$ cat src/hdl/isa_pkg.sv
package isa_pkg;

   // Major opcodes handled by the core, anything else decodes to OTHER
   typedef enum logic [6:0] {
      OP_IMM = 7'b0010011,
      OP     = 7'b0110011,
      LUI    = 7'b0110111,
      BRANCH = 7'b1100011,
      JAL    = 7'b1101111,
      OTHER  = 7'b0000000
   } opcode_e;

   // ALU funct3 codes; BEQ and BNE share the codes of ADD and SLL
   typedef enum logic [2:0] {
      F3_ADD_EQ = 3'b000,
      F3_SLL_NE = 3'b001,
      F3_SLT    = 3'b010,
      F3_SLTU   = 3'b011,
      F3_XOR    = 3'b100,
      F3_SR     = 3'b101,
      F3_OR     = 3'b110,
      F3_AND    = 3'b111
   } funct3_e;

   typedef logic [31:0] instr_t;

   // x0 reads as zero and is never written
   typedef logic [4:0] reg_idx_t;

endpackage

$ cat src/hdl/core_pkg.sv
package core_pkg;

   // BRANCH2 is the second pass of any two-stage op (branches and SLT/SLTU)
   typedef enum logic [2:0] {
      IDLE,
      FETCH,
      READ,
      EXEC,
      BRANCH2
   } state_e;

   // Bit position of the current slice
   typedef logic [4:0] bitcnt_t;

   typedef logic [31:0] data_t;

   typedef logic [31:0] pc_t;

endpackage

$ cat src/hdl/serial_state.sv
`timescale 1ns/1ps

module serial_state import core_pkg::*; #(
   parameter int W = 4
) (
   input  logic clk,
   input  logic i_rst_n,
   input  logic i_ibus_ack,
   input  logic i_rf_ready,
   input  logic i_two_stage_op,
   input  logic i_branch_op,
   input  logic i_branch_ne,
   input  logic i_cmp_result,
   output logic o_ibus_cyc,
   output logic o_rf_rreq,
   output logic o_cnt_en,
   output logic o_cnt0,
   output logic o_cnt_last,
   output logic o_init,
   output logic o_pc_en,
   output logic o_take_branch
);

   state_e  state;
   bitcnt_t cnt;

   assign o_ibus_cyc = (state == FETCH);
   // IDLE is the decode cycle right after the ack and issues the read
   assign o_rf_rreq  = (state == IDLE);
   assign o_cnt_en   = (state == EXEC) || (state == BRANCH2);
   assign o_cnt0     = o_cnt_en && (cnt == '0);
   assign o_cnt_last = o_cnt_en && (cnt == bitcnt_t'(32 - W));

   // First pass of a two-stage op only compares
   assign o_init  = (state == EXEC) && i_two_stage_op;
   assign o_pc_en = o_cnt_en && !o_init;

   always_ff @(posedge clk) begin
      if (!i_rst_n) begin
         state         <= FETCH;
         cnt           <= '0;
         o_take_branch <= 1'b0;
      end else begin
         if (o_cnt_en) begin
            cnt <= cnt + bitcnt_t'(W);
         end
         case (state)
            FETCH: begin
               o_take_branch <= 1'b0;
               if (i_ibus_ack) begin
                  state <= IDLE;
               end
            end
            IDLE: begin
               state <= i_rf_ready ? EXEC : READ;
            end
            READ: begin
               if (i_rf_ready) begin
                  state <= EXEC;
               end
            end
            EXEC: begin
               if (o_cnt_last) begin
                  if (o_init && i_branch_op) begin
                     o_take_branch <= i_cmp_result ^ i_branch_ne;
                  end
                  state <= i_two_stage_op ? BRANCH2 : FETCH;
               end
            end
            BRANCH2: begin
               if (o_cnt_last) begin
                  state <= FETCH;
               end
            end
            default: begin
               state <= FETCH;
            end
         endcase
      end
   end

   // The counter wraps to zero at the end of every pass
   a_cnt_zero_between_passes: assert property (@(posedge clk) disable iff (!i_rst_n)
      !o_cnt_en |-> (cnt == '0));

   // A branch decision steers only the second pass and ends at the next fetch
   a_take_branch_scope: assert property (@(posedge clk) disable iff (!i_rst_n)
      o_take_branch |-> ((state == BRANCH2) || (state == FETCH)));

endmodule

$ cat src/hdl/instr_decode.sv
`timescale 1ns/1ps

module instr_decode import isa_pkg::*; (
   input  logic       clk,
   input  logic       i_ibus_ack,
   input  instr_t     i_ibus_rdt,
   output logic       o_alu_sub,
   output logic [1:0] o_alu_bool_op,
   output logic       o_alu_cmp_eq,
   output logic       o_alu_cmp_sig,
   output logic [1:0] o_alu_rd_sel,
   output logic       o_op_b_imm,
   output logic [1:0] o_rd_sel,
   output logic       o_writes_rd,
   output logic       o_two_stage_op,
   output logic       o_branch_op,
   output logic       o_branch_ne,
   output logic       o_jal_op,
   output logic [1:0] o_imm_fmt
);

   instr_t  word;
   opcode_e opcode;
   funct3_e funct3;
   logic    arith;
   logic    arith_ok;
   logic    slt_op;

   always_ff @(posedge clk) begin
      if (i_ibus_ack) begin
         word <= i_ibus_rdt;
      end
   end

   always_comb begin
      case (word[6:0])
         OP_IMM:  opcode = OP_IMM;
         OP:      opcode = OP;
         LUI:     opcode = LUI;
         BRANCH:  opcode = BRANCH;
         JAL:     opcode = JAL;
         default: opcode = OTHER;
      endcase
   end

   assign funct3 = funct3_e'(word[14:12]);
   assign arith  = (opcode == OP_IMM) || (opcode == OP);
   // Shift encodings are not implemented and act as a NOP
   assign arith_ok = arith && (funct3 != F3_SLL_NE) && (funct3 != F3_SR);
   assign slt_op   = arith && ((funct3 == F3_SLT) || (funct3 == F3_SLTU));

   // Only BEQ and BNE, other branch codes are skipped
   assign o_branch_op = (opcode == BRANCH) && (word[14:13] == 2'b00);
   assign o_branch_ne = (funct3 == F3_SLL_NE);
   assign o_jal_op    = (opcode == JAL);

   // Compares run as subtractions
   assign o_alu_sub = slt_op || o_branch_op ||
                      ((opcode == OP) && (funct3 == F3_ADD_EQ) && word[30]);
   assign o_alu_bool_op = word[13:12];
   assign o_alu_cmp_eq  = o_branch_op;
   assign o_alu_cmp_sig = !word[12];
   assign o_op_b_imm    = (opcode == OP_IMM);

   always_comb begin
      case (funct3)
         F3_ADD_EQ:       o_alu_rd_sel = 2'b00;
         F3_SLT, F3_SLTU: o_alu_rd_sel = 2'b10;
         default:         o_alu_rd_sel = 2'b01;
      endcase
   end

   // 00 ALU, 01 link, 10 upper immediate
   assign o_rd_sel = o_jal_op ? 2'b01 : (opcode == LUI) ? 2'b10 : 2'b00;

   assign o_writes_rd    = arith_ok || (opcode == LUI) || o_jal_op;
   assign o_two_stage_op = o_branch_op || slt_op;

   // Immediate format 00 I, 01 U, 10 B, 11 J
   assign o_imm_fmt = o_jal_op ? 2'b11 :
                      (opcode == BRANCH) ? 2'b10 :
                      (opcode == LUI) ? 2'b01 : 2'b00;

endmodule

$ cat src/hdl/imm_decode.sv
`timescale 1ns/1ps

module imm_decode import isa_pkg::*; #(
   parameter int W = 4
) (
   input  logic         clk,
   input  logic         i_ibus_ack,
   input  instr_t       i_ibus_rdt,
   input  logic [1:0]   i_imm_fmt,
   input  logic         i_cnt_en,
   output reg_idx_t     o_rs1_idx,
   output reg_idx_t     o_rs2_idx,
   output reg_idx_t     o_rd_idx,
   output logic [W-1:0] o_imm
);

   logic [31:7] fld;
   logic        load;
   logic [31:0] imm_full;
   logic [31:0] imm_r;

   always_comb begin
      case (i_imm_fmt)
         2'b01:   imm_full = {fld[31:12], 12'h000};
         2'b10:   imm_full = {{20{fld[31]}}, fld[7], fld[30:25], fld[11:8], 1'b0};
         2'b11:   imm_full = {{12{fld[31]}}, fld[19:12], fld[20], fld[30:21], 1'b0};
         default: imm_full = {{21{fld[31]}}, fld[30:20]};
      endcase
   end

   // Format is only known once decode holds the word, so load a cycle later
   always_ff @(posedge clk) begin
      if (i_ibus_ack) begin
         fld <= i_ibus_rdt[31:7];
      end
      load <= i_ibus_ack;
      if (load) begin
         imm_r <= imm_full;
      end else if (i_cnt_en) begin
         // Rotate so a second pass sees the same immediate
         imm_r <= {imm_r[W-1:0], imm_r[31:W]};
      end
   end

   assign o_imm     = imm_r[W-1:0];
   assign o_rs1_idx = fld[19:15];
   assign o_rs2_idx = fld[24:20];
   assign o_rd_idx  = fld[11:7];

endmodule

$ cat src/hdl/serial_alu.sv
`timescale 1ns/1ps

module serial_alu #(
   parameter int W = 4
) (
   input  logic         clk,
   input  logic         i_cnt_en,
   input  logic         i_cnt0,
   input  logic         i_cnt_last,
   input  logic         i_sub,
   input  logic [1:0]   i_bool_op,
   input  logic         i_cmp_eq,
   input  logic         i_cmp_sig,
   input  logic [1:0]   i_rd_sel,
   input  logic         i_op_b_imm,
   input  logic [W-1:0] i_rs1,
   input  logic [W-1:0] i_rs2,
   input  logic [W-1:0] i_imm,
   output logic [W-1:0] o_rd,
   output logic         o_cmp_result
);

   logic [W-1:0] op_b;
   logic [W-1:0] b_in;
   logic [W-1:0] sum;
   logic [W-1:0] bool_res;
   logic [W-1:0] slt_res;
   logic         carry_in;
   logic         carry_out;
   logic         carry_r;
   logic         eq_r;
   logic         eq_now;
   logic         lt_now;
   logic         cmp_r;

   assign op_b     = i_op_b_imm ? i_imm : i_rs2;
   assign b_in     = i_sub ? ~op_b : op_b;
   assign carry_in = i_cnt0 ? i_sub : carry_r;
   assign {carry_out, sum} = {1'b0, i_rs1} + {1'b0, b_in} + {{W{1'b0}}, carry_in};

   assign bool_res = !i_bool_op[1] ? (i_rs1 ^ op_b) :
                     i_bool_op[0] ? (i_rs1 & op_b) : (i_rs1 | op_b);

   assign eq_now = (i_cnt0 || eq_r) && (i_rs1 == op_b);

   // Valid in the top slice; on differing signs the sum sign is not used
   assign lt_now = (i_rs1[W-1] ^ op_b[W-1]) ?
                   (i_cmp_sig ? i_rs1[W-1] : op_b[W-1]) : sum[W-1];

   assign o_cmp_result = i_cmp_eq ? eq_now : lt_now;

   // SLT result comes from the previous pass
   assign slt_res = W'(cmp_r && i_cnt0);

   always_comb begin
      case (i_rd_sel)
         2'b00:   o_rd = sum;
         2'b01:   o_rd = bool_res;
         default: o_rd = slt_res;
      endcase
   end

   always_ff @(posedge clk) begin
      if (i_cnt_en) begin
         carry_r <= carry_out;
         eq_r    <= eq_now;
         if (i_cnt_last) begin
            cmp_r <= o_cmp_result;
         end
      end
   end

endmodule

$ cat src/hdl/pc_ctrl.sv
`timescale 1ns/1ps

module pc_ctrl import core_pkg::*; #(
   parameter int  W        = 4,
   parameter pc_t RESET_PC = 32'h0000_0000
) (
   input  logic         clk,
   input  logic         i_rst_n,
   input  logic         i_pc_en,
   input  logic         i_cnt_en,
   input  logic         i_cnt0,
   input  logic         i_jal_op,
   input  logic         i_take_branch,
   input  logic [W-1:0] i_imm,
   output pc_t          o_ibus_adr,
   output logic [W-1:0] o_link
);

   // Slice that holds bit 2, and the position of that bit within it
   localparam int          FOUR_SLICE = 2 / W;
   localparam logic [31:0] FOUR_WORD  = 32'(1) << (2 % W);
   localparam logic [W-1:0] FOUR_BIT  = FOUR_WORD[W-1:0];

   pc_t          pc_r;
   logic [1:0]   pos_q;
   logic [2:0]   pos;
   logic [W-1:0] four;
   logic [W-1:0] pc4;
   logic [W-1:0] pci;
   logic         c4_r;
   logic         ci_r;
   logic         c4_out;
   logic         ci_out;

   // Delayed copies of cnt0 mark the slice holding bit 2
   assign pos  = {pos_q, i_cnt0};
   assign four = pos[FOUR_SLICE] ? FOUR_BIT : '0;

   assign {c4_out, pc4} = {1'b0, pc_r[W-1:0]} + {1'b0, four} +
                          {{W{1'b0}}, !i_cnt0 && c4_r};
   assign {ci_out, pci} = {1'b0, pc_r[W-1:0]} + {1'b0, i_imm} +
                          {{W{1'b0}}, !i_cnt0 && ci_r};

   always_ff @(posedge clk) begin
      if (!i_rst_n) begin
         pc_r  <= RESET_PC;
         pos_q <= '0;
         c4_r  <= 1'b0;
         ci_r  <= 1'b0;
      end else if (i_cnt_en) begin
         pos_q <= pos[1:0];
         c4_r  <= c4_out;
         ci_r  <= ci_out;
         if (i_pc_en) begin
            pc_r <= {((i_jal_op || i_take_branch) ? pci : pc4), pc_r[31:W]};
         end
      end
   end

   assign o_ibus_adr = pc_r;
   assign o_link     = pc4;

   // Outside a PC pass the register holds a whole word-aligned address
   a_pc_aligned: assert property (@(posedge clk) disable iff (!i_rst_n)
      !i_pc_en |-> (pc_r[1:0] == 2'b00));

endmodule

$ cat src/hdl/rf_if.sv
`timescale 1ns/1ps

module rf_if import isa_pkg::*; #(
   parameter int W = 4
) (
   input  logic         clk,
   input  logic         i_rst_n,
   input  logic         i_cnt_en,
   input  logic         i_init,
   input  logic [1:0]   i_rd_sel,
   input  logic         i_writes_rd,
   input  reg_idx_t     i_rd_idx,
   input  reg_idx_t     i_rs1_idx,
   input  reg_idx_t     i_rs2_idx,
   input  logic [W-1:0] i_alu_rd,
   input  logic [W-1:0] i_link,
   input  logic [W-1:0] i_imm,
   output logic         o_wen0,
   output reg_idx_t     o_wreg0,
   output logic [W-1:0] o_wdata0,
   output reg_idx_t     o_rreg0,
   output reg_idx_t     o_rreg1
);

   // Compare pass of a two-stage op never writes
   assign o_wen0  = i_cnt_en && !i_init && i_writes_rd && (i_rd_idx != '0);
   assign o_wreg0 = i_rd_idx;
   assign o_rreg0 = i_rs1_idx;
   assign o_rreg1 = i_rs2_idx;

   assign o_wdata0 = (i_rd_sel == 2'b01) ? i_link :
                     (i_rd_sel == 2'b10) ? i_imm : i_alu_rd;

   // Register indices hold for the whole pass
   a_idx_stable: assert property (@(posedge clk) disable iff (!i_rst_n)
      i_cnt_en |=> (!i_cnt_en ||
                    ($stable(o_wreg0) && $stable(o_rreg0) && $stable(o_rreg1))));

endmodule

$ cat src/hdl/serial_core_top.sv
`timescale 1ns/1ps

module serial_core_top import isa_pkg::*, core_pkg::*; #(
   parameter int  W        = 4,
   parameter pc_t RESET_PC = 32'h0000_0000
) (
   input  logic         clk,
   input  logic         i_rst_n,
   output logic         o_ibus_cyc,
   output pc_t          o_ibus_adr,
   input  logic         i_ibus_ack,
   input  instr_t       i_ibus_rdt,
   output logic         o_rf_rreq,
   input  logic         i_rf_ready,
   output reg_idx_t     o_rreg0,
   output reg_idx_t     o_rreg1,
   input  logic [W-1:0] i_rdata0,
   input  logic [W-1:0] i_rdata1,
   output logic         o_wen0,
   output reg_idx_t     o_wreg0,
   output logic [W-1:0] o_wdata0
);

   logic         cnt_en, cnt0, cnt_last, init, pc_en, take_branch, cmp_result;
   logic         alu_sub, alu_cmp_eq, alu_cmp_sig, op_b_imm;
   logic [1:0]   alu_bool_op, alu_rd_sel, rd_sel, imm_fmt;
   logic         writes_rd, two_stage_op, branch_op, branch_ne, jal_op;
   reg_idx_t     rs1_idx, rs2_idx, rd_idx;
   logic [W-1:0] imm, alu_rd, link;

   serial_state #(.W(W)) u_state (
      .clk(clk), .i_rst_n(i_rst_n),
      .i_ibus_ack(i_ibus_ack), .i_rf_ready(i_rf_ready),
      .i_two_stage_op(two_stage_op), .i_branch_op(branch_op),
      .i_branch_ne(branch_ne), .i_cmp_result(cmp_result),
      .o_ibus_cyc(o_ibus_cyc), .o_rf_rreq(o_rf_rreq),
      .o_cnt_en(cnt_en), .o_cnt0(cnt0), .o_cnt_last(cnt_last),
      .o_init(init), .o_pc_en(pc_en), .o_take_branch(take_branch));

   instr_decode u_decode (
      .clk(clk), .i_ibus_ack(i_ibus_ack), .i_ibus_rdt(i_ibus_rdt),
      .o_alu_sub(alu_sub), .o_alu_bool_op(alu_bool_op),
      .o_alu_cmp_eq(alu_cmp_eq), .o_alu_cmp_sig(alu_cmp_sig),
      .o_alu_rd_sel(alu_rd_sel), .o_op_b_imm(op_b_imm), .o_rd_sel(rd_sel),
      .o_writes_rd(writes_rd), .o_two_stage_op(two_stage_op),
      .o_branch_op(branch_op), .o_branch_ne(branch_ne),
      .o_jal_op(jal_op), .o_imm_fmt(imm_fmt));

   imm_decode #(.W(W)) u_immdec (
      .clk(clk), .i_ibus_ack(i_ibus_ack), .i_ibus_rdt(i_ibus_rdt),
      .i_imm_fmt(imm_fmt), .i_cnt_en(cnt_en),
      .o_rs1_idx(rs1_idx), .o_rs2_idx(rs2_idx), .o_rd_idx(rd_idx), .o_imm(imm));

   serial_alu #(.W(W)) u_alu (
      .clk(clk), .i_cnt_en(cnt_en), .i_cnt0(cnt0), .i_cnt_last(cnt_last),
      .i_sub(alu_sub), .i_bool_op(alu_bool_op), .i_cmp_eq(alu_cmp_eq),
      .i_cmp_sig(alu_cmp_sig), .i_rd_sel(alu_rd_sel), .i_op_b_imm(op_b_imm),
      .i_rs1(i_rdata0), .i_rs2(i_rdata1), .i_imm(imm),
      .o_rd(alu_rd), .o_cmp_result(cmp_result));

   pc_ctrl #(.W(W), .RESET_PC(RESET_PC)) u_pc (
      .clk(clk), .i_rst_n(i_rst_n), .i_pc_en(pc_en), .i_cnt_en(cnt_en),
      .i_cnt0(cnt0), .i_jal_op(jal_op), .i_take_branch(take_branch),
      .i_imm(imm), .o_ibus_adr(o_ibus_adr), .o_link(link));

   rf_if #(.W(W)) u_rf_if (
      .clk(clk), .i_rst_n(i_rst_n), .i_cnt_en(cnt_en), .i_init(init),
      .i_rd_sel(rd_sel), .i_writes_rd(writes_rd), .i_rd_idx(rd_idx),
      .i_rs1_idx(rs1_idx), .i_rs2_idx(rs2_idx),
      .i_alu_rd(alu_rd), .i_link(link), .i_imm(imm),
      .o_wen0(o_wen0), .o_wreg0(o_wreg0), .o_wdata0(o_wdata0),
      .o_rreg0(o_rreg0), .o_rreg1(o_rreg1));

endmodule

$ cat config.mk
export PLATFORM = sky130hd
export DESIGN_NAME = serial_core_top
export DESIGN_NICKNAME = d
export VERILOG_FILES = /design/src/hdl/isa_pkg.sv /design/src/hdl/core_pkg.sv /design/src/hdl/serial_state.sv /design/src/hdl/instr_decode.sv /design/src/hdl/imm_decode.sv /design/src/hdl/serial_alu.sv /design/src/hdl/pc_ctrl.sv /design/src/hdl/rf_if.sv /design/src/hdl/serial_core_top.sv
export SDC_FILE = /design/constraint.sdc
export NUM_CORES = 1
export LEC_CHECK = 0
export ABC_AREA = 1
export ABC_CLOCK_PERIOD_IN_PS = 4110
export BUFFER_PORTS_ARGS = -buffer_cell sky130_fd_sc_hd__clkbuf_2
export CAP_MARGIN = 20
export CORE_UTILIZATION = 37
export DETAILED_ROUTE_END_ITERATION = 10
export GPL_TIMING_DRIVEN = 1
export HOLD_SLACK_MARGIN = 0.12
export SLEW_MARGIN = 30
export SYNTH_ARGS = -nofsm -noshare
export SYNTH_HDL_FRONTEND = slang
export SYNTH_SLANG_ARGS = --single-unit
$ cat constraint.sdc
create_clock -name clk -period 4.11 [get_ports clk]
set_input_delay 0.411 -clock clk [delete_from_list [all_inputs] [get_ports clk]]
set_output_delay 0.411 -clock clk [all_outputs]
set_load 0.02 [all_outputs]
==> results of run 1 <==
-- per-layer routing --
| metal | track usage | up-vias |
|---|---|---|
| li1 | - | 2272 |
| met4 | 0.0438 | 0 |
| met2 | 0.289 | 140 |
| met5 | 0 | - |
| met3 | 0.0479 | 11 |
| met1 | 0.239 | 2185 |
-- layout by cell type, fill, tap and decap left out, drive strengths merged --
cell type	count
a21oi	43
a22oi	4
a31o	1
a31oi	8
and3	1
buf	14
bufinv	1
clkbuf	107
dfxtp	42
edfxtp	67
fa	4
ha	20
inv	65
nand2	124
nand3	31
nand3b	31
nand4	5
nor2	107
nor3	5
nor3b	1
nor4	1
o21ai	27
o221ai	3
o22ai	2
o32a	1
or2	2
xnor2	2
xor2	3
-- layout make-up --
class / count / area share
multi-input cells: 426 / 0.354
clock buffers: 11 / 0.0358
flip-flops and latches: 109 / 0.438
clock inverters: 5 / 0.0100
repair buffers: 110 / 0.0906
well taps: 184 / 0.0354
inverters: 61 / 0.0356
-- registers in the layout, indices dropped and copies added, names as in the netlist --
name	flops
u_immdec.load	1
u_pc.c4_r	1
u_state.cnt	3
u_pc.o_ibus_adr	32
u_alu.carry_r	1
u_decode.word	30
u_state.o_take_branch	1
u_alu.eq_r	1
u_immdec.fld	2
u_pc.ci_r	1
u_immdec.imm_r	32
u_alu.cmp_r	1
u_state.state	3
-- cell families (layout without fill, tap and decap cells) --
family,after synthesis,count (layout),share of synthesized area
simple gates,308,308,0.253
flops,109,109,0.509
fa+ha+maj,24,24,0.0590
compound gates,89,89,0.0872
xor+xnor,5,5,0.00782
buf+inv,101,187,0.0836
-- metrics by stage --
step	cell area (µm²)	worst slack, ns	TNS (ns)	total power (W)	hold slack, ns
CTS	6470	0.0413	0	0.00396	0.204
global route	6510	-0.000868	-0.000868	0.00420	0.203
detailed placement	6140	0.306	0	0.00305	0.478
finish	6510	0.225	0	0.00393	0.221
global placement	6140	0.408	0	0.00302	0.462
floorplan	5600	0.721	0	0.00264	0.439
-- power groups by stage --
stage	Combinational, W	Clock, W	Sequential, W
floorplan	0.000872	0	0.00177
global placement	0.00136	0	0.00166
detailed placement	0.00138	0	0.00168
CTS	0.00139	0.000917	0.00165
global route	0.00156	0.000948	0.00168
finish	0.00138	0.000893	0.00165
-- path summary, 6_finish.rpt --
path                                                   from                                 end  slack [ns]
worst min-delay path                         i_ibus_rdt[15]         u_decode.word[15]$_DFFE_PP_        0.22
worst max register to register  u_decode.word[13]$_DFFE_PP_  u_state.o_take_branch$_SDFFE_PN0P_        1.27
worst min register to register  u_state.cnt[3]$_SDFFE_PN0P_         u_state.cnt[3]$_SDFFE_PN0P_        0.50
worst max-delay path            u_decode.word[13]$_DFFE_PP_                         o_wdata0[1]        0.23
-- repair_timing --
action	in CTS	in global routing
gates resized for setup	1	9
endpoints found under the setup margin	1	2
pin swaps	1	2
setup buffers	4	1
==> impl_metrics.toml, run 1 <==
[power_and_ir_drop]
p_leak_nw = 3.08
p_int_w = 0.00243
p_per_area_nw_per_um2 = 604
p_clk_frac = 0.227
power_frac_seq = 0.420
combinationalPowerShare = 0.352
switching_share = 0.382
netSwitchingPower_w = 0.00150
ir_worst_vdd_mv = 0.296

[setup_path]
crit_required_ns = 3.70
cp_common_cell = "nand2_1"
cp.arrival_ns = 3.47
path_max_fanout = 6
crit_family = "adder cells"
endpoint_kind = "output pin"
cp.depth = 16
slowest_delay_ns = 0.47
slowest_stage = "edfxtp_1"
r2r_cells = 22
worstSetupStartpointType = "register"
crit_buf_inv = 6
path_cells = "inv_1 > nand2_1 > nor2_4 > inv_2 > nand2_1 > inv_2 > nand2_2 > nand2_1 > nand2_1 > inv_1 > fa_1 > inv_1 > fa_1 > o32a_1 > o221ai_2 > buf_6"
worstSetupPathType = "register to output pin"

[sta]
relSlewSlack = 0.358
hold_viol = 0
clock_skew_ns = 0.0112
period_needed_ns = 3.88
post-route-period-util = 0.945
fmax_mhz = 257
finalSetupViolations = 0
tightest_slew_ns = 0.963
final-max-slew-violation-count = 0

[global_route]
overflow = 0
grt_max_degree = 41
grt_pass1_vias = 4400
antenna_found_initial = 0
grt_pass1_wl_um = 22200
grt_use_total = 0.179

[cts]
htree_levels = 3
root_buffer = "clkbuf_16"
clk_pin_slew_ns = 0.08
clkLatencyLatePin_ns = 0.36
cts_made_buffers = 9
cts_tree = "built"
clock-sinks = 109
clk_path_buf_depth = 2
cts_hold_buffers = 0

[place]
hpwl_um = 9860
io_buffers = 97
gp_congestion = 0.899
dp_cells = 885

[outcome]
violations = "design-rule violations"
outcome = "finished, violations left"

[detailed_routing]
via_per_inst = 5.09
drcViolationCount = 14
wl_met2_um = 6250
wire_per_inst_um = 15.0
wl_met3_um = 831
routed.top_layer = "met4"
drt_wl_total_um = 13600
ant_nets = 0
vias = 4608
drtIter0Drc = 347
met1Wirelength_um = 6380
first_pass_iters = 8

[floorplan]
initial_core_util = 0.382
io_pins = 98
fp.dieH_um = 125
rows = 44
die_w_um = 125
core-area_um2 = 14600
die_area_um2 = 15600

[flow_run]
maxCapViolations = 0

[logic_synthesis]
yosys-top-cells-area = "edfxtp_1 (36%), dfxtp_1 (15%), nand2_1 (8.0%)"
synth-async-reset-ratio = 0
ys_top_cells_by_count = "nand2_1 (120), nor2_1 (103), edfxtp_1 (67)"
synth_edf_count = 67
syn-mean-instance-area_um2 = 8.80
seq_area_frac_synth = 0.509
yosysTopAreaCell = "edfxtp_1"
yosysWarnings = 0
synth_top_area_share = 0.359
synth_cell_type_count = 42
syn_nets = 704
syn_inst = 636
ys_seq_elements = 109
synth-main-ff-cell = "edfxtp_1"
synth.most_common_cell = "nand2_1"
syn_area_um2 = 5600

[cells_and_area]
seqCellArea_um2 = 2850
multiInputGateArea_um2 = 2300
fin_cells = 906
fin_nets = 785
syn2layout_area_growth_pct = 16.2
drive_gt1_frac = 0.206
final_core_util = 0.444
fillers = 1438
diodes = 0

[min_path]
hp-class = "input port to register"
holdPathStages = 1
(Power assumes the default switching activity.)
==> run 2, diff against run 1 <==
==> constraint.sdc (replaced) <==
create_clock -name clk -period 4.11 [get_ports clk]
set_input_delay 0.2055 -clock clk [delete_from_list [all_inputs] [get_ports clk]]
set_output_delay 0.2055 -clock clk [all_outputs]
set_load 0.02 [all_outputs]
==> run 2 against run 1 <==
Compared with the run above:
- core utilization is 2.0 points higher
- the run still ends with design-rule violations left
- combinational power hardly changed
- maximum frequency hardly changed
- worst setup slack better by 0.00099 ns
- non-clock buffer count is 30 higher
==> impl_metrics.toml, run 2 (synthesized netlist as in run 1, its figures left out) <==
[sta]
rsz0062_at_grt = "no"
relSlewSlack = 0.450
setup_tns_ns = 0
finalSetupViolations = 0
fmax_mhz = 257
period_needed_ns = 3.88
tightest_slew_ns = 0.825
clock_skew_ns = 0.00924
fin_ws_ns = 0.226
final-max-slew-violation-count = 0
hold_viol = 0
post-route-period-util = 0.945

[setup_path]
path_max_fanout = 6
r2r_start = "u_decode.word[13]$_DFFE_PP_"
crit_required_ns = 3.90
slowest_delay_ns = 0.47
endpoint_kind = "output pin"
worstSetupPathType = "register to output pin"
worstSetupStartpointType = "register"
crit_buf_inv = 4
startpoint = "u_decode.word[13]$_DFFE_PP_"
path_cells = "inv_1 > nand2_1 > nor2_1 > nand4_1 > nand2_1 > nand2_1 > nand2_1 > inv_1 > fa_1 > inv_1 > fa_1 > o32a_1 > o221ai_1 > buf_4"
slowest_stage = "edfxtp_1"
cp.arrival_ns = 3.68
cp_common_cell = "nand2_1"
crit_family = "simple AND/OR/NAND/NOR gates"

[outcome]
outcome = "finished, violations left"
violations = "design-rule violations"

[place]
hpwl_um = 9810
io_buffers = 97
gp_congestion = 0.886
post_dp_cell_area_um2 = 6120
post-place-ws_ns = 0.519

[floorplan]
core-area_um2 = 14600
fp.dieH_um = 125
initial_core_util = 0.382
die_area_um2 = 15600
io_pins = 98
die_w_um = 125
rows = 44

[cts]
htree_levels = 3
clk_path_buf_depth = 2
clock-sinks = 109
cts_made_buffers = 9
clkLatencyLatePin_ns = 0.35
root_buffer = "clkbuf_16"
clk_pin_slew_ns = 0.07
cts_tree = "built"

[power_and_ir_drop]
p_int_w = 0.00244
combinationalPowerShare = 0.354
netSwitchingPower_w = 0.00151
p_per_area_nw_per_um2 = 582
p_clk_frac = 0.227
p_leak_nw = 3.18
ir_worst_vdd_mv = 0.361
power_w = 0.00396
switching_share = 0.383
power_frac_seq = 0.419

[global_route]
overflow = 0
grt_max_degree = 41
grt_use_total = 0.186
grt_pass1_vias = 4456
grt_pass1_wl_um = 22700
antenna_found_initial = 0

[cells_and_area]
final_common_cell = "nand2_1"
post-route-cell-area_um2 = 6800
fin_nets = 815
final_cell_mix = "nand2_1 (120), nor2_1 (103), clkbuf_2 (96)"
drive_gt1_frac = 0.191
diodes = 0
final_core_util = 0.464
syn2layout_area_growth_pct = 21.4
fillers = 1418

[detailed_routing]
drt_wl_total_um = 13900
first_pass_iters = 8
via_per_inst = 5.01
drcViolationCount = 14
ant_nets = 0
wire_per_inst_um = 14.8
drtIter0Drc = 442
vias = 4685

[min_path]
hp-class = "input port to register"
worst_hold_startpoint = "i_rf_ready"

[flow_run]
maxCapViolations = 0
-- run 2: final timing paths --
| kind | end | slack (ns) | cells after the start |
|---|---|---|---|
| worst max-delay path | o_wdata0[1] | 0.23 | 14 |
| worst min-delay path | u_state.state[0]$_SDFFE_PN1P_ | 0.26 | 5 |
| worst max register to register | u_state.o_take_branch$_SDFFE_PN0P_ | 1.17 | 20 |
| worst min register to register | u_state.cnt[2]$_SDFFE_PN0P_ | 0.50 | 1 |
-- run 2: worst register-to-register path, delay by kind of cell, from the launching register on --
kind / cells / cell delay (ns)
and+or+nand+nor: 15 / 1.62
AOI/OAI and AO/OA: 1 / 0.12
buffers and inverters: 3 / 0.27
DFF: 1 / 0.47
adders and majority gates: 1 / 0.40
-- run 2: stage by stage --
stage	hold slack, ns	instances
after floorplan	0.233	636
after global placement	0.382	883
after detailed placement	0.384	883
after CTS	0.252	931
after global routing	0.301	936
final	0.260	936
-- run 2: layout make-up --
| type | count | area (µm²) | area share |
|---|---|---|---|
| clock buffers | 9 | 225 | 0.0331 |
| multi-input cells | 426 | 2280 | 0.336 |
| inverters | 61 | 236 | 0.0348 |
| flip-flops and latches | 109 | 2850 | 0.420 |
| repair buffers | 140 | 891 | 0.131 |
| clock inverters | 7 | 76.3 | 0.0112 |
| well taps | 184 | 230 | 0.0339 |
-- run 2: repair_timing --
action | 4_1_cts | 5_1_grt
hold endpoints to repair | 32 | 0
hold buffers | 32 | 0
gates resized for setup | 0 | 5
buffers inserted | 0 | 5
endpoints found under the setup margin | 0 | 2
-- run 2: per-layer routing --
metal  GRT usage  wire [µm]  vias to the layer above
li1            -          -                     2327
met1       0.252       6710                     2201
met2       0.299       6330                      142
met3      0.0402        679                       15
met4      0.0495        172                        0
met5           0          0                        -
-- run 2: power by group through the flow --
| stage | clock (W) | sequential (W) | combinational, W |
|---|---|---|---|
| finish | 0.000896 | 0.00166 | 0.00140 |
| CTS | 0.000912 | 0.00166 | 0.00141 |
| floorplan | 0 | 0.00177 | 0.000872 |
| detailed placement | 0 | 0.00168 | 0.00138 |
| global placement | 0 | 0.00166 | 0.00136 |
| global route | 0.000955 | 0.00169 | 0.00157 |
